File: config.mk
export PLATFORM = sky130hd
export DESIGN_NAME = shooter_top
export DESIGN_NICKNAME = d
export VERILOG_FILES = /design/src/logic/shooter_pkg.sv /design/src/logic/bullet.sv /design/src/logic/game_regs_apb.sv /design/src/logic/invader.sv /design/src/logic/shooter_top.sv /design/src/logic/step_timer.sv
export SDC_FILE = /design/constraint.sdc
export NUM_CORES = 1
export LEC_CHECK = 0
export BUFFER_PORTS_ARGS = -buffer_cell sky130_fd_sc_hd__buf_4
export CAP_MARGIN = 20
export CORE_ASPECT_RATIO = 1.75
export CORE_MARGIN = 4
export CORE_UTILIZATION = 55
export CTS_BUF_LIST = sky130_fd_sc_hd__clkbuf_16
export CTS_CLUSTER_DIAMETER = 40
export CTS_CLUSTER_SIZE = 16
export DETAILED_ROUTE_END_ITERATION = 7
export GPL_TIMING_DRIVEN = 0
export HOLD_SLACK_MARGIN = 0.08
export PLACE_DENSITY_LB_ADDON = 0.2
export SLEW_MARGIN = 20
export SYNTH_ARGS = -nofsm -noshare
export SYNTH_HDL_FRONTEND = slang
export SYNTH_SLANG_ARGS = --single-unit
File: constraint.sdc
create_clock -name i_clk_36MHz -period 5.5 [get_ports i_clk_36MHz]
set_clock_uncertainty 0.1 [all_clocks]
set_input_delay 0.275 -clock i_clk_36MHz [delete_from_list [all_inputs] [get_ports i_clk_36MHz]]
set_output_delay 0.275 -clock i_clk_36MHz [all_outputs]
set_load 0.01 [all_outputs]
File: src/logic/shooter_pkg.sv
// ####################
// Playfield geometry, APB register map, coordinate types and bullet FSM states
// ####################
`default_nettype none

package shooter_pkg;

   // Matrix is 32 columns by 16 rows, row 0 at the top
   typedef logic [4:0]  col_t;
   typedef logic [3:0]  row_t;
   typedef logic [7:0]  score_t;

   typedef logic [4:0]  apb_addr_t;
   typedef logic [31:0] apb_data_t;

   typedef enum logic [1:0] {
      BULLET_IDLE   = 2'd0,
      BULLET_LAUNCH = 2'd1,
      BULLET_MOVING = 2'd2
   } bullet_state_t;

   // One step every 2.5 ms at 36 MHz
   localparam int unsigned STEP_CYCLES = 90000;

   // An idle bullet sits below the visible rows
   localparam row_t PARK_ROW    = 4'd14;
   localparam col_t PARK_COL    = 5'd0;
   localparam row_t LAUNCH_ROW  = 4'd12;
   localparam row_t INVADER_ROW = 4'd2;

   localparam apb_addr_t ADDR_CTRL    = 5'h00;
   localparam apb_addr_t ADDR_SHIP    = 5'h04;
   localparam apb_addr_t ADDR_STATUS  = 5'h08;
   localparam apb_addr_t ADDR_SCORE   = 5'h0C;
   localparam apb_addr_t ADDR_INVADER = 5'h10;

   // CTRL bit positions
   localparam int CTRL_SHOOT_BIT = 0;
   localparam int CTRL_PAUSE_BIT = 1;

   // STATUS bit 16 flags a bullet in flight
   localparam int STATUS_ACTIVE_BIT = 16;

endpackage

`default_nettype wire

File: src/logic/bullet.sv
// ####################
// Bullet FSM, launch from the ship and climb one row per step
// ####################
`timescale 1ns/1ps
`default_nettype none

module bullet (
   input  wire                   i_clk_36MHz,
   input  wire                   i_rst_n,
   input  wire                   i_shoot,
   input  wire                   i_hit,
   input  wire                   i_step,
   input  wire shooter_pkg::col_t i_ship_x,
   output shooter_pkg::col_t      o_bullet_x,
   output shooter_pkg::row_t      o_bullet_y,
   output logic                  o_active
);
   import shooter_pkg::*;

   bullet_state_t state_q;
   bullet_state_t state_d;
   col_t          x_d;
   row_t          y_d;

   always_comb begin
      state_d = state_q;
      x_d     = o_bullet_x;
      y_d     = o_bullet_y;
      case (state_q)
         BULLET_IDLE: begin
            // A shot only starts from idle, so extra shoots in flight are dropped
            if (i_shoot) begin
               x_d     = i_ship_x;
               y_d     = LAUNCH_ROW;
               state_d = BULLET_LAUNCH;
            end
         end
         BULLET_LAUNCH: begin
            if (i_hit) begin
               x_d     = PARK_COL;
               y_d     = PARK_ROW;
               state_d = BULLET_IDLE;
            end else begin
               state_d = BULLET_MOVING;
            end
         end
         BULLET_MOVING: begin
            if (i_hit) begin
               x_d     = PARK_COL;
               y_d     = PARK_ROW;
               state_d = BULLET_IDLE;
            end else if (i_step && o_bullet_y != '0) begin
               y_d = o_bullet_y - 1'b1;
            end else if (o_bullet_y == '0) begin
               // Top of the matrix reached
               x_d     = PARK_COL;
               y_d     = PARK_ROW;
               state_d = BULLET_IDLE;
            end
         end
         default: begin
            x_d     = PARK_COL;
            y_d     = PARK_ROW;
            state_d = BULLET_IDLE;
         end
      endcase
   end

   always_ff @(posedge i_clk_36MHz) begin
      if (!i_rst_n) begin
         state_q    <= BULLET_IDLE;
         o_bullet_x <= PARK_COL;
         o_bullet_y <= PARK_ROW;
      end else begin
         state_q    <= state_d;
         o_bullet_x <= x_d;
         o_bullet_y <= y_d;
      end
   end

   assign o_active = (state_q != BULLET_IDLE);

   // The row never leaves the playfield or the park position
   assert property (@(posedge i_clk_36MHz) disable iff (!i_rst_n) o_bullet_y <= PARK_ROW)
      else $error("bullet row %0d beyond park row", o_bullet_y);

endmodule

`default_nettype wire

File: src/logic/game_regs_apb.sv
// ####################
// APB register block for control, ship position and game status
// ####################
`timescale 1ns/1ps
`default_nettype none

module game_regs_apb (
   input  wire                        i_clk_36MHz,
   input  wire                        i_rst_n,
   input  wire                        i_psel,
   input  wire                        i_penable,
   input  wire                        i_pwrite,
   input  wire shooter_pkg::apb_addr_t i_paddr,
   input  wire shooter_pkg::apb_data_t i_pwdata,
   output shooter_pkg::apb_data_t      o_prdata,
   output logic                       o_pready,
   output logic                       o_pslverr,
   input  wire shooter_pkg::col_t      i_bullet_x,
   input  wire shooter_pkg::row_t      i_bullet_y,
   input  wire                        i_bullet_active,
   input  wire shooter_pkg::col_t      i_invader_x,
   input  wire shooter_pkg::score_t    i_score,
   output logic                       o_shoot,
   output logic                       o_pause,
   output shooter_pkg::col_t           o_ship_x
);
   import shooter_pkg::*;

   logic access;
   logic addr_ok;
   logic addr_ro;
   logic wr_ctrl;
   logic wr_ship;

   // Registers act only in the access phase
   assign access  = i_psel & i_penable;
   assign wr_ctrl = access & i_pwrite & (i_paddr == ADDR_CTRL);
   assign wr_ship = access & i_pwrite & (i_paddr == ADDR_SHIP);

   always_comb begin
      addr_ok  = 1'b1;
      addr_ro  = 1'b0;
      o_prdata = '0;
      case (i_paddr)
         ADDR_CTRL: begin
            o_prdata = '0;
         end
         ADDR_SHIP: begin
            o_prdata = {27'd0, o_ship_x};
         end
         ADDR_STATUS: begin
            addr_ro  = 1'b1;
            o_prdata = {15'd0, i_bullet_active, 4'd0, i_bullet_y, 3'd0, i_bullet_x};
         end
         ADDR_SCORE: begin
            addr_ro  = 1'b1;
            o_prdata = {24'd0, i_score};
         end
         ADDR_INVADER: begin
            addr_ro  = 1'b1;
            o_prdata = {27'd0, i_invader_x};
         end
         default: begin
            addr_ok = 1'b0;
         end
      endcase
   end

   // No wait states on this bus
   assign o_pready  = 1'b1;
   assign o_pslverr = access & (~addr_ok | (i_pwrite & addr_ro));

   always_ff @(posedge i_clk_36MHz) begin
      if (!i_rst_n) begin
         o_shoot  <= 1'b0;
         o_pause  <= 1'b0;
         o_ship_x <= '0;
      end else begin
         // Shoot is a one-cycle pulse, pause is a held level
         o_shoot <= wr_ctrl & i_pwdata[CTRL_SHOOT_BIT];
         if (wr_ctrl) begin
            o_pause <= i_pwdata[CTRL_PAUSE_BIT];
         end
         if (wr_ship) begin
            o_ship_x <= i_pwdata[4:0];
         end
      end
   end

   // Every APB transfer has a setup cycle, so two shoot writes cannot be adjacent
   assert property (@(posedge i_clk_36MHz) disable iff (!i_rst_n) o_shoot |=> !o_shoot)
      else $error("shoot pulse held for two cycles");

endmodule

`default_nettype wire

File: src/logic/invader.sv
// ####################
// Invader motion, hit detection and score counter
// ####################
`timescale 1ns/1ps
`default_nettype none

module invader (
   input  wire                   i_clk_36MHz,
   input  wire                   i_rst_n,
   input  wire                   i_step,
   input  wire                   i_pause,
   input  wire shooter_pkg::col_t i_bullet_x,
   input  wire shooter_pkg::row_t i_bullet_y,
   input  wire                   i_bullet_active,
   output logic                  o_hit,
   output shooter_pkg::col_t      o_invader_x,
   output shooter_pkg::score_t    o_score
);
   import shooter_pkg::*;

   logic match;
   logic hit_event;

   assign match = i_bullet_active
                  && (i_bullet_y == INVADER_ROW)
                  && (i_bullet_x == o_invader_x);

   // While hit is high the bullet is still in flight; a respawn at column 0
   // could match again, so only the first cycle counts
   assign hit_event = match & ~o_hit;

   always_ff @(posedge i_clk_36MHz) begin
      if (!i_rst_n) begin
         o_hit       <= 1'b0;
         o_invader_x <= '0;
         o_score     <= '0;
      end else begin
         o_hit <= hit_event;
         if (hit_event) begin
            o_invader_x <= '0;
            o_score     <= o_score + 1'b1;
         end else if (i_step && !i_pause) begin
            // Column wraps from 31 back to 0
            o_invader_x <= o_invader_x + 1'b1;
         end
      end
   end

   // A hit pulse parks the bullet on the following clock
   assert property (@(posedge i_clk_36MHz) disable iff (!i_rst_n)
                    o_hit |=> !i_bullet_active)
      else $error("bullet still active after hit");

endmodule

`default_nettype wire

File: src/logic/shooter_top.sv
// ####################
// Top level of the playfield logic
// ####################
`timescale 1ns/1ps
`default_nettype none

module shooter_top #(
   parameter int unsigned STEP_CYCLES = shooter_pkg::STEP_CYCLES
) (
   input  wire                        i_clk_36MHz,
   input  wire                        i_rst_n,
   input  wire                        i_psel,
   input  wire                        i_penable,
   input  wire                        i_pwrite,
   input  wire shooter_pkg::apb_addr_t i_paddr,
   input  wire shooter_pkg::apb_data_t i_pwdata,
   output shooter_pkg::apb_data_t      o_prdata,
   output logic                       o_pready,
   output logic                       o_pslverr
);
   import shooter_pkg::*;

   logic   step;
   logic   shoot;
   logic   pause;
   logic   hit;
   logic   bullet_active;
   col_t   ship_x;
   col_t   bullet_x;
   row_t   bullet_y;
   col_t   invader_x;
   score_t score;

   step_timer #(
      .PERIOD (STEP_CYCLES)
   ) step_timer_i (
      .i_clk_36MHz (i_clk_36MHz),
      .i_rst_n     (i_rst_n),
      .o_step      (step)
   );

   game_regs_apb regs_i (
      .i_clk_36MHz     (i_clk_36MHz),
      .i_rst_n         (i_rst_n),
      .i_psel          (i_psel),
      .i_penable       (i_penable),
      .i_pwrite        (i_pwrite),
      .i_paddr         (i_paddr),
      .i_pwdata        (i_pwdata),
      .o_prdata        (o_prdata),
      .o_pready        (o_pready),
      .o_pslverr       (o_pslverr),
      .i_bullet_x      (bullet_x),
      .i_bullet_y      (bullet_y),
      .i_bullet_active (bullet_active),
      .i_invader_x     (invader_x),
      .i_score         (score),
      .o_shoot         (shoot),
      .o_pause         (pause),
      .o_ship_x        (ship_x)
   );

   bullet bullet_i (
      .i_clk_36MHz (i_clk_36MHz),
      .i_rst_n     (i_rst_n),
      .i_shoot     (shoot),
      .i_hit       (hit),
      .i_step      (step),
      .i_ship_x    (ship_x),
      .o_bullet_x  (bullet_x),
      .o_bullet_y  (bullet_y),
      .o_active    (bullet_active)
   );

   invader invader_i (
      .i_clk_36MHz     (i_clk_36MHz),
      .i_rst_n         (i_rst_n),
      .i_step          (step),
      .i_pause         (pause),
      .i_bullet_x      (bullet_x),
      .i_bullet_y      (bullet_y),
      .i_bullet_active (bullet_active),
      .o_hit           (hit),
      .o_invader_x     (invader_x),
      .o_score         (score)
   );

endmodule

`default_nettype wire

File: src/logic/step_timer.sv
// ####################
// Game step divider
// ####################
`timescale 1ns/1ps
`default_nettype none

module step_timer #(
   parameter int unsigned PERIOD = shooter_pkg::STEP_CYCLES
) (
   input  wire  i_clk_36MHz,
   input  wire  i_rst_n,
   output logic o_step
);

   localparam int unsigned CNT_W = (PERIOD > 1) ? $clog2(PERIOD) : 1;

   logic [CNT_W-1:0] count;
   logic             wrap;

   assign wrap = (count == CNT_W'(PERIOD - 1));

   always_ff @(posedge i_clk_36MHz) begin
      if (!i_rst_n) begin
         count  <= '0;
         o_step <= 1'b0;
      end else begin
         count  <= wrap ? '0 : count + 1'b1;
         o_step <= wrap;
      end
   end

   if (PERIOD > 1) begin : g_step_check
      assert property (@(posedge i_clk_36MHz) disable iff (!i_rst_n) o_step |=> !o_step)
         else $error("step pulse lasted more than one cycle");
   end

endmodule

`default_nettype wire

* Word level (Yosys, flattened, before mapping)
Cells that the tools add are included.
W data, S select, Z words.
** Storage, ports and cells
- Register bits :: 50
- Input bits :: 42
** Operators by class
- Muxes and demuxes :: 21
- Reduce and logical (&&, ||, !) cells :: 17
- Equality and inequality tests :: 14
- Bitwise operators :: 12
- $add $sub $neg :: 4
** Operators by type and width (number)
- $pmux W17 S4 :: 1
- $mux W5 :: 5
- $mux W4 :: 5
- $add A17 B1 Y17 const B :: 1
- $eq A17 B17 Y1 const B :: 1
- $pmux W5 S3 :: 1
- $pmux W4 S3 :: 1
- $eq A5 B4 Y1 const B :: 2
- $mux W2 :: 5
- $add A8 B1 Y8 const B :: 1
- $and A1 B1 Y1 :: 8
- $pmux W2 S3 :: 1
- $reduce_and A3 Y1 :: 2
- $add A5 B1 Y5 const B :: 1
- $eq A5 B3 Y1 const B :: 1
- $eq A5 B5 Y1 :: 1
- $eq A5 B5 Y1 const B :: 1
- $logic_not A5 Y1 :: 1
- $reduce_or A5 Y1 :: 1
- $eq A4 B2 Y1 const B :: 1
- $logic_and A1 B1 Y1 :: 4
- $logic_not A4 Y1 :: 1
- $ne A4 B1 Y1 const B :: 1
- $reduce_and A4 Y1 :: 1
- other kinds (16) :: 20

* Longest topological paths before layout
Gate-level depths: netlist (run 1).
- Word-level depth :: 6
- Depth in mapped cells :: 7

* By module
From an unflattened synthesis (run 1), not the netlist that was laid out.
** Second synthesis, totals
- Cells, all modules :: 331
- Area, all modules :: 2916.5 µm²
** Modules (own cells, without submodules)
- step_timer :: cells each 88, seq. area each 360.3 µm², area an instance 792.0 µm², times used 1
- invader :: cells each 79, seq. area each 280.3 µm², area an instance 780.7 µm², times used 1
- game_regs_apb :: cells each 102, seq. area each 140.1 µm², area an instance 762.0 µm², times used 1
- bullet :: cells each 62, seq. area each 220.2 µm², area an instance 581.8 µm², times used 1

* Least setup slack after synthesis (run 1)
No wires, ideal clock.
- Path type :: reg-to-reg
- Start :: register step_timer_i.count[5]
- End :: register step_timer_i.count[10]
- Arrival :: 1.764 ns
- Path slack :: 3.521 ns
- Period minus slack after synthesis :: 1.979 ns
- Required time :: 5.285 ns
- Stages on the path, launching flop included :: 6
- Cell sequence :: dfxtp_1 or4b_1 or4_4 o21ai_4 buf_6 nor2_1
** On the way
- Word-level cells in the longest chain between the ends :: 2
- Elaborated cells between the ends (all ways) :: 3
- Those cells by class :: add/sub (1); eq/ne (1); reduce/logical (1)
** RTL lines
- start: declaration :: line step_timer.sv:17 : logic [CNT_W-1:0] count;
- start signal: assignment :: line step_timer.sv:27 : count <= wrap ? '0 : count + 1'b1;
- parallel branches: the longest is 2 deep, another holds $add A17 B1 Y17
Several ways; the timed one is not identified.
A chain may end at the register's enable or synchronous reset.

* Worst setup path in the final report (run 1)
- Start :: input port i_paddr[1]
- End :: output port o_prdata[3]
** On the way
- Word-level cells in the longest chain between the ends :: 2
- Elaborated cells between the ends (all ways) :: 5
- Those cells by class :: eq/ne (4); mux (1)
** RTL lines
- start: declaration :: line shooter_top.sv:15 : input wire shooter_pkg::apb_addr_t i_paddr,
- $eq A5 B5 Y1, or another cell as far along :: line game_regs_apb.sv:44 : case (i_paddr)
- $pmux W17 S4 * :: line game_regs_apb.sv:44
- end: declaration :: line shooter_top.sv:17 : output shooter_pkg::apb_data_t o_prdata,
Every way passes the cells marked *; elsewhere a longest branch is shown, timed or not.

==> results_dict.tcl, run 1 <==
set metrics [dict create \
    status "completed" \
    final_common_cell "dfxtp_1" \
    crit_fanout 7 \
    grt_usage 0.209 \
    drcViolationCount 0 \
    cp.depth 6 \
    ant_nets 0 \
    power_density_nw_per_um2 234 \
    p_sw_frac 0.238 \
    p_int_uw 559 \
    holdBufCountCts 0 \
    vdd_drop_max_uv 235 \
    grt_overflow 0 \
    required_ps 5120 \
    cts_setup_buffers 0 \
    die_w_um 60.5 \
    clock_latency_ps 290 \
    reg2reg_depth 7 \
    die_h_um 99.8 \
    wirelength_um 5920 \
    grt_pass1_vias 2135 \
    synth.distinct_cells 41 \
    rows 33 \
    crit_path_end_kind "primary output" \
    maxCapViolations 0 \
    wire_per_inst_um 14.1 \
    cpPeakStageDelay_ps 620 \
    cts-root-buf "clkbuf_16" \
    die-area_sq_um 6030 \
    clockBufferDepth 2 \
    synthFlopType "dfxtp_1" \
    synthArstFlopShare 0 \
    cts_sinks 50 \
    start_kind "input port" \
    dr.first_iter.drc_count 99 \
    p_switching_uw 175 \
    ff2ff_setup_slack_ps 3270 \
    setup_viol 0 \
    start_util 0.568 \
    port_buffers 26 \
    post-route-min-period_ps 2360 \
    fillCellCount 411 \
    yosysSeqAreaShare 0.378 \
    ys_ff_latch 50 \
    p_clk_frac 0.438 \
    grt_max_degree 19 \
    ctsResizeCount 0 \
    firstDrtPassIters 5 \
    min_delay_path_depth 3 \
    crit_top_cell "buf_4" \
    avgViaCountPerCell 5.57 \
    crit_arrival_ps 1990 \
    syn-cell-area_sq_um 2650 \
    slew_viol_final 0 \
    area_growth_pct 18.1 \
    finalSetupTns_ps 0 \
    yosys_warnings 0 \
    worstMarginPinSlew_ps 775 \
    gp_congestion 0.902 \
    dp_hpwl_um 4510 \
    hold_viol_final 0 \
    critPathSlowestCell "nor3_1" \
    pwr-share-comb 0.063 \
    hold_class "input port to flip-flop" \
    nNetsFinal 414 \
    htreeDepth 2 \
    grt_pass1_wl_um 9640 \
    crit_family "simple AND/OR/NAND/NOR gates" \
    final_layout_size_suffix_gt1_frac 0.171 \
    clk_pin_slew_worst_paths_ps 70 \
    fmax_ghz 0.424 \
    cts_tree "yes" \
    synth_edf_count 0 \
    final_cell_mix "50 x dfxtp_1, 46 x buf_4, 39 x nor2_1, 20 x conb_1" \
    cts_buffers 5 \
    slew_headroom 0.479 \
    num_vias 2341 \
    ios 76 \
    antenna_cells 0 \
    instances_no_fill 420 \
    crit_chain "buf_4 -> or3_1 -> nor3_1 -> a222oi_1 -> nand2_1 -> buf_4" \
    power.leakage_nw 1.19 \
    period_share 0.429 \
    grt_antenna_before_repair 0 \
    dpl.cell_count 412 \
    path_buf_inv 2 \
    synthCells 316 \
    hold_ws_ps 112 \
    core_area_sq_um 4670 \
    crit_type "input port to primary output" \
    syn_avg_cell_area_sq_um 8.38 \
    rsz0062_at_grt "false" \
    seqPwrFrac 0.499 \
]
-- cell families after synthesis --
logic type | Yosys count | share of synthesized area
AO/OA/AOI/OAI | 40 | 0.0997
XOR/XNOR | 24 | 0.0794
adder cells (fa/ha/maj) | 5 | 0.0236
buffers and inverters | 40 | 0.0883
flip-flops | 50 | 0.378
multiplexers | 10 | 0.0378
other | 2 | 0.00284
AND/OR/NAND/NOR | 145 | 0.291
-- tightest hold or removal path, cell delays in order --
cell,delay [ps]
buf_4,80
mux2i_1,50
nor2_1,70
-- cell type report --
type                            instances  area, sq um  area share
Buffer                                 28          189      0.0604
Clock buffer                            5          125      0.0400
Clock inverter                          3         27.5     0.00880
Inverter                               12         45.0      0.0144
Multi-Input combinational cell        244         1480       0.473
Sequential cell                        50         1000       0.320
Tap cell                               52         65.1      0.0208
Timing Repair Buffer                   26          195      0.0624
-- Yosys cell counts, types with 2 or more instances --
cell,count,share of area
nor2_1,39,0.055
a21oi_1,13,0.025
nand2b_1,7,0.017
and2_1,5,0.012
and3_1,5,0.012
nand3b_1,2,0.0057
o21ai_0,13,0.025
a222oi_1,5,0.019
or4_1,2,0.0057
dfxtp_1,50,0.38
ha_1,5,0.024
conb_1,2,0.0028
nor3_1,13,0.025
nand4_1,10,0.024
mux2i_1,10,0.038
xnor2_1,19,0.063
or2_2,3,0.0071
or3_1,4,0.0094
buf_4,20,0.057
o31ai_1,2,0.0057
nand3_1,11,0.021
nand4b_1,5,0.017
or4b_1,2,0.0076
nand2_1,19,0.027
nor4_1,13,0.031
o311ai_0,3,0.0099
xor2_1,5,0.017
clkbuf_1,6,0.0085
inv_1,11,0.016
-- registers in the layout, indices dropped and copies added (netlist names), 2 cells and up --
signal	flops
regs_i.o_ship_x	5
bullet_i.state_q	2
bullet_i.o_bullet_y	4
bullet_i.o_bullet_x	5
invader_i.o_score	8
step_timer_i.count	17
invader_i.o_invader_x	5
-- power by group through the flow --
stage                     clock [mW]  sequential [mW]  combinational [mW]
after floorplan                    0            0.374              0.0316
after global placement             0            0.374              0.0451
after detailed placement           0            0.374              0.0457
after CTS                      0.325            0.366              0.0459
after global routing           0.341            0.366              0.0514
final                          0.321            0.366              0.0463
-- routing by layer --
| layer | GRT usage | wire, um |
|---|---|---|
| met1 | 0.205 | 2180 |
| met2 | 0.406 | 3460 |
| met3 | 0.0360 | 196 |
| met4 | 0.0801 | 80 |
| met5 | 0 | 0 |
-- per-stage QoR --
stage | util | cell area, sq um | setup WS (ps) | total power [mW]
after floorplan | - | 2720 | 3520 | 0.405
after global placement | 0.638 | 2980 | 3190 | 0.419
after detailed placement | 0.638 | 2980 | 3160 | 0.420
after CTS | 0.671 | 3130 | 3170 | 0.736
after global routing | 0.671 | 3130 | 3080 | 0.758
final | 0.671 | 3130 | 3140 | 0.734
-- path summary, 6_finish.rpt --
| path | from | end |
|---|---|---|
| worst max-delay path | i_paddr[1] | o_prdata[3] |
| worst min-delay path | i_pwdata[2] | regs_i.o_ship_x[2] |
| worst max register to register | bullet_i.o_bullet_y[0] | invader_i.o_invader_x[1] |
| worst min register to register | step_timer_i.count[0] | step_timer_i.count[0] |
No activity file was read; power rests on OpenSTA's default activity.
==> inputs of run 2 (changes only) <==
--- a/config.mk
+++ b/config.mk
@@ -9,7 +9,7 @@
 export CAP_MARGIN = 20
 export CORE_ASPECT_RATIO = 1.75
 export CORE_MARGIN = 4
-export CORE_UTILIZATION = 55
+export CORE_UTILIZATION = 47
 export CTS_BUF_LIST = sky130_fd_sc_hd__clkbuf_16
 export CTS_CLUSTER_DIAMETER = 40
 export CTS_CLUSTER_SIZE = 16
==> constraint.sdc (replaced) <==
create_clock -name i_clk_36MHz -period 2 [get_ports i_clk_36MHz]
set_clock_uncertainty 0.1 [all_clocks]
set_input_delay 0.1 -clock i_clk_36MHz [delete_from_list [all_inputs] [get_ports i_clk_36MHz]]
set_output_delay 0.1 -clock i_clk_36MHz [all_outputs]
set_load 0.01 [all_outputs]
==> run 2 against run 1 <==
Largest power group unchanged. Routed wire length up 8.4%. Global-route usage down 2.1 points. Sequential share of layout area shrank 2.3 points. Sequential power increased to 2.7 times the previous value. Critical path type is now flip-flop to flip-flop. Clock power rose to 2.7 times the previous value. Total power rose to 2.8 times the previous value. Critical path depth decreased by 1. First-iteration DRC count rose by 73%. Core utilization is 3.9 points lower. Final cell count grew 8.8%. Combinational power increased to 3.2 times the previous value.
==> results_dict.tcl, run 2 (same netlist as run 1, synthesis figures left out) <==
set metrics [dict create \
    status "completed" \
    clock_latency_ps 300 \
    crit_type "flip-flop to flip-flop" \
    power_density_nw_per_um2 596 \
    instances_no_fill 457 \
    clockBufferDepth 2 \
    grt_pass1_vias 2316 \
    dr.first_iter.drc_count 171 \
    grt_pass1_wl_um 10300 \
    required_ps 2090 \
    p_switching_uw 479 \
    port_buffers 26 \
    ant_nets 0 \
    avgViaCountPerCell 5.28 \
    finalSetupTns_ps 0 \
    hold_class "input port to flip-flop" \
    start_util 0.492 \
    crit_path_end_kind "flip-flop" \
    cts-root-buf "clkbuf_16" \
    maxCapViolations 0 \
    grt_max_degree 19 \
    cts_sinks 50 \
    worstMarginPinSlew_ps 615 \
    seqPwrFrac 0.495 \
    nNetsFinal 429 \
    min_from "i_paddr[2]" \
    area_growth_pct 28.5 \
    power.leakage_nw 1.28 \
    clk_pin_slew_worst_paths_ps 70 \
    drcViolationCount 0 \
    slew_viol_final 0 \
    p_int_mw 1.55 \
    hold_viol_final 0 \
    critPathLaunch "step_timer_i.count[13]" \
    largest_register_ffs 17 \
    grt_antenna_before_repair 0 \
    crit_arrival_ps 2080 \
    die_h_um 107 \
    pwr-share-comb 0.074 \
    wire_per_inst_um 14.0 \
    final_cell_mix "53 x buf_4, 47 x dfxtp_1, 31 x nor2_1, 20 x conb_1" \
    num_vias 2413 \
    ios 76 \
    grt_overflow 0 \
    crit_fanout 5 \
    cts_tree "yes" \
    rows 35 \
    rsz0062_at_grt "true" \
    fmax_ghz 0.500 \
    gp_congestion 0.814 \
    cts_buffers 5 \
    dpl.cell_count 434 \
    antenna_cells 0 \
    final_layout_size_suffix_gt1_frac 0.248 \
    p_sw_frac 0.236 \
    post-route-min-period_ps 2000 \
    grt_usage 0.187 \
    setup_viol 0 \
    reg_top3 "step_timer_i.count (17), invader_i.o_score (8)" \
    p_clk_frac 0.432 \
    core_area_sq_um 5390 \
    wirelength_um 6420 \
    largest_register "step_timer_i.count" \
    vdd_drop_max_uv 490 \
    firstDrtPassIters 5 \
    r2r_start "step_timer_i.count[13]" \
    final_common_cell "buf_4" \
    die-area_sq_um 6950 \
    slew_headroom 0.588 \
    dp_hpwl_um 4580 \
    period_share 1.00 \
    die_w_um 64.8 \
    start_kind "flip-flop" \
    htreeDepth 2 \
]
-- run 2: changes by cell type in the layout (fill, tap and decap cells not counted), sizes merged --
| cell | delta |
|---|---|
| buf | +9 |
| dlygate4sd3 | +6 |
| clkinv | +2 |
| clkinvlp | -1 |
| inv | -1 |
-- run 2: worst max-delay path: stages, from the launching register on --
cell and delay [ps]:
dfxtp_4 360, or4b_1 490, or4_4 450, o21ai_4 270
buf_6 170, nor2_1 50
-- run 2: layout make-up --
type	instances	area (sq um)
multi-input cells	244	1570
clock inverters	3	28.8
fillers	512	1980
well taps	74	92.6
inverters	12	45.0
plain buffers	28	201
repair buffers	41	330
flip-flops and latches	50	1010
clock buffers	5	125
-- run 2: timing repair --
| action | 4_1_cts | 5_1_grt |
|---|---|---|
| setup buffers | 5 | 3 |
| cloned | 1 | 0 |
| pin swaps | 9 | 6 |
| hold buffers | 6 | 0 |
| gates resized for setup | 17 | 19 |
| setup endpoints to repair | 28 | 39 |
| endpoints found under the hold margin | 10 | 0 |
-- run 2: final timing paths --
path / end / slack [ps] / cells after the start
worst min-delay path: regs_i.o_shoot / 190 / 3
worst min register to register: invader_i.o_score[7] / 360 / 2
worst max register to register: step_timer_i.count[10] / 0.9 / 5
worst max-delay path: step_timer_i.count[10] / 0.9 / 5
-- run 2: power groups by stage --
stage               logic [mW]  clock network [mW]  registers (mW)
CTS                      0.145               0.886            1.00
detailed placement       0.126                   0            1.03
finish                   0.149               0.876            1.00
floorplan               0.0869                   0            1.03
global placement         0.124                   0            1.03
global route             0.164               0.932            1.00
-- run 2: routing by layer --
| metal | global-route usage | vias up | part of all wire |
|---|---|---|---|
| met5 | 0 | - | 0 |
| li1 | - | 1213 | - |
| met4 | 0.0938 | 0 | 0.033 |
| met2 | 0.367 | 52 | 0.58 |
| met1 | 0.177 | 1132 | 0.36 |
| met3 | 0.0345 | 16 | 0.030 |
-- run 2: per-stage QoR --
step | setup slack (ps) | utilization | hold slack, ps | power [mW] | instance area, sq um
after floorplan | 21.2 | - | 146 | 1.11 | 2720
after global placement | -239 | 0.558 | 241 | 1.15 | 3000
after detailed placement | -263 | 0.558 | 251 | 1.16 | 3000
after CTS | -24.9 | 0.615 | 195 | 2.03 | 3310
after global routing | -78.3 | 0.632 | 224 | 2.10 | 3400
final | 0.928 | 0.632 | 193 | 2.03 | 3400
==> inputs of run 3 (changes only) <==
--- a/config.mk
+++ b/config.mk
@@ -5,11 +5,12 @@
 export SDC_FILE = /design/constraint.sdc
 export NUM_CORES = 1
 export LEC_CHECK = 0
+export ABC_AREA = 0
 export BUFFER_PORTS_ARGS = -buffer_cell sky130_fd_sc_hd__buf_4
 export CAP_MARGIN = 20
 export CORE_ASPECT_RATIO = 1.75
 export CORE_MARGIN = 4
-export CORE_UTILIZATION = 47
+export CORE_UTILIZATION = 48
 export CTS_BUF_LIST = sky130_fd_sc_hd__clkbuf_16
 export CTS_CLUSTER_DIAMETER = 40
 export CTS_CLUSTER_SIZE = 16
@@ -20,4 +21,5 @@
 export SLEW_MARGIN = 20
 export SYNTH_ARGS = -nofsm -noshare
 export SYNTH_HDL_FRONTEND = slang
+export SYNTH_HIERARCHICAL = 1
 export SYNTH_SLANG_ARGS = --single-unit
==> run 3 against run 2 <==
Sequential share of layout area fell by 1.6 points. Final area rose by 4.7%. Combinational power rose by 7%. Critical endpoint is now bullet_i/o_bullet_y[3]. Largest cell class unchanged. Highest routed layer unchanged.
==> results_dict.tcl, run 3 <==
set metrics [dict create \
    rsz0062_at_grt "true" \
    dp_slack_ps -25.5 \
    die-area_sq_um 7440 \
    antenna_cells 0 \
    hold_viol_final 0 \
    wirelength_um 6680 \
    dp_hpwl_um 5100 \
    p_switching_uw 450 \
    die_h_um 111 \
    pwr-share-comb 0.075 \
    reg_top3 "step_timer_i/count (17), invader_i/o_score (8)" \
    synth_edf_count 0 \
    slew_viol_final 0 \
    ant_nets 0 \
    hold_class "input port to flip-flop" \
    start_util 0.496 \
    power.leakage_nw 1.40 \
    start_kind "flip-flop" \
    period_share 0.951 \
    power_mw 2.11 \
    power_density_nw_per_um2 593 \
    final_cell_mix "50 x dfxtp_1, 49 x buf_4, 23 x nor2_1, 22 x nand3_1, 20 x conb_1" \
    ys_ff_latch 50 \
    crit_path_end_kind "flip-flop" \
    fmax_ghz 0.526 \
    core_area_sq_um 5880 \
    grt_pass1_wl_um 10700 \
    synth_common_cells "50 x dfxtp_1, 24 x nor2_1, 22 x nand3_1, 20 x buf_4, 19 x nand4_1" \
    port_buffers 27 \
    yosys_warnings 6 \
    grt_pass1_vias 2376 \
    clock_latency_ps 290 \
    avgViaCountPerCell 5.43 \
    final_layout_size_suffix_gt1_frac 0.227 \
    nNetsFinal 437 \
    seqPwrFrac 0.476 \
    rows 37 \
    drcViolationCount 0 \
    clk_pin_slew_worst_paths_ps 70 \
    synthFlopType "dfxtp_1" \
    die_w_um 66.9 \
    ios 76 \
    slew_headroom 0.450 \
    synth.distinct_cells 56 \
    status "completed" \
    wire_per_inst_um 14.2 \
    cts_sinks 50 \
    worstMarginPinSlew_ps 823 \
    maxCapViolations 0 \
    cts-root-buf "clkbuf_16" \
    post-route-min-period_ps 1900 \
    p_sw_frac 0.213 \
    num_vias 2552 \
    grt_antenna_before_repair 0 \
    crit_arrival_ps 1980 \
    clockBufferDepth 2 \
    largest_register_ffs 17 \
    synthTopCellsByArea "dfxtp_1 34%, buf_4 5.1%, xnor2_1 4.5%, nand4_1 4.1%, nand3_1 3.8%" \
    gp_congestion 0.806 \
    grt_max_degree 27 \
    synthCells 331 \
    fin_ws_ps 98.1 \
    grt_overflow 0 \
    largest_register "step_timer_i/count" \
    vdd_drop_max_uv 448 \
    dr.first_iter.drc_count 100 \
    fillCellCount 541 \
    multi_input_area_sq_um 1770 \
    register_area_sq_um 1000 \
    grt_usage 0.182 \
    p_clk_frac 0.449 \
    crit_fanout 6 \
    setup_viol 0 \
    crit_type "flip-flop to flip-flop" \
    netlist.area_leader.share 0.343 \
    synthArstFlopShare 0 \
    finalSetupTns_ps 0 \
    synth.most_common_cell "dfxtp_1" \
    firstDrtPassIters 4 \
    required_ps 2080 \
    syn-cell-area_sq_um 2920 \
    cts_tree "yes" \
    yosysSeqAreaShare 0.343 \
    syn_avg_cell_area_sq_um 8.81 \
    p_int_mw 1.66 \
    yosysTopAreaCell "dfxtp_1" \
    final_common_cell "dfxtp_1" \
    area_growth_pct 22.2 \
    cts_buffers 5 \
    htreeDepth 2 \
    post-route-util 0.606 \
]
run 3: cell count changes in the layout (fill, tap and decap cells not counted), moves of 7 or more:
| cell | delta |
|---|---|
| mux2i_1 | -7 |
| o21ai_0 | -9 |
| nor2_2 | -7 |
| o31ai_1 | +9 |
| nor2_1 | -8 |
| nand3_1 | +11 |
| nand3b_1 | +8 |
| and3_1 | +7 |
| nand4_1 | +9 |
run 3: stage by stage:
| step | std cells | cell area (sq um) | hold slack [ps] |
|---|---|---|---|
| 2_1_floorplan | 349 | 2980 | 78.4 |
| 3_3_place_gp | 454 | 3280 | 267 |
| 3_5_place_dp | 454 | 3280 | 268 |
| 4_1_cts | 468 | 3520 | 126 |
| 5_1_grt | 470 | 3560 | 150 |
| 6_report | 470 | 3560 | 133 |
run 3: logic make-up after synthesis:
group / share of synthesized area
buf+inv: 0.0875
mux: 0.0142
flops: 0.343
other cells: 0.00257
simple gates: 0.356
compound gates: 0.0914
xor+xnor: 0.0879
fa+ha+maj: 0.0172
run 3: final timing paths:
kind / start / end / slack, ps / cells after the start
worst max-delay path: bullet_i/o_bullet_y[0] / bullet_i/o_bullet_y[3] / 100 / 7
worst min-delay path: i_paddr[1] / regs_i/o_ship_x[1] / 130 / 4
worst max register to register: bullet_i/o_bullet_y[0] / bullet_i/o_bullet_y[3] / 100 / 7
worst min register to register: step_timer_i/count[0] / step_timer_i/count[0] / 370 / 1
run 3: critical path, cell delays in order, from the launching register on:
cell and delay [ps]:
dfxtp_1 410, inv_1 100, ha_1 240, nor3b_4 170, buf_4 160, o211ai_4 260
nand2_2 120, a211o_1 240
run 3: timing repair:
action / 4_1_cts / 5_1_grt
setup endpoints to repair: 6 / 26
pin swaps: 0 / 1
hold buffers: 6 / 0
resized for setup: 2 / 5
endpoints found under the hold margin: 9 / 0
setup buffers: 0 / 2
run 3: area by class of cell:
| class | count | share of cell area |
|---|---|---|
| clock inverters | 3 | 0.0112 |
| plain buffers | 28 | 0.0579 |
| multi-input cells | 258 | 0.496 |
| well taps | 78 | 0.0274 |
| inverters | 13 | 0.0137 |
| flip-flops and latches | 50 | 0.281 |
| repair buffers | 35 | 0.0779 |
| clock buffers | 5 | 0.0351 |
run 3: metal layers:
metal | up-vias | GRT usage | routed length [um]
met4 | 0 | 0.0786 | 176
met1 | 1196 | 0.184 | 2470
met5 | - | 0 | 0
li1 | 1287 | - | -
met3 | 17 | 0.0335 | 237
met2 | 52 | 0.344 | 3790
run 3: power groups by stage:
stage	clock, mW	combinational (mW)	sequential (mW)
final	0.948	0.159	1.01
after global routing	1.01	0.175	1.01
after CTS	0.966	0.157	1.01
after detailed placement	0	0.146	1.03
after global placement	0	0.145	1.03
after floorplan	0	0.0984	1.03
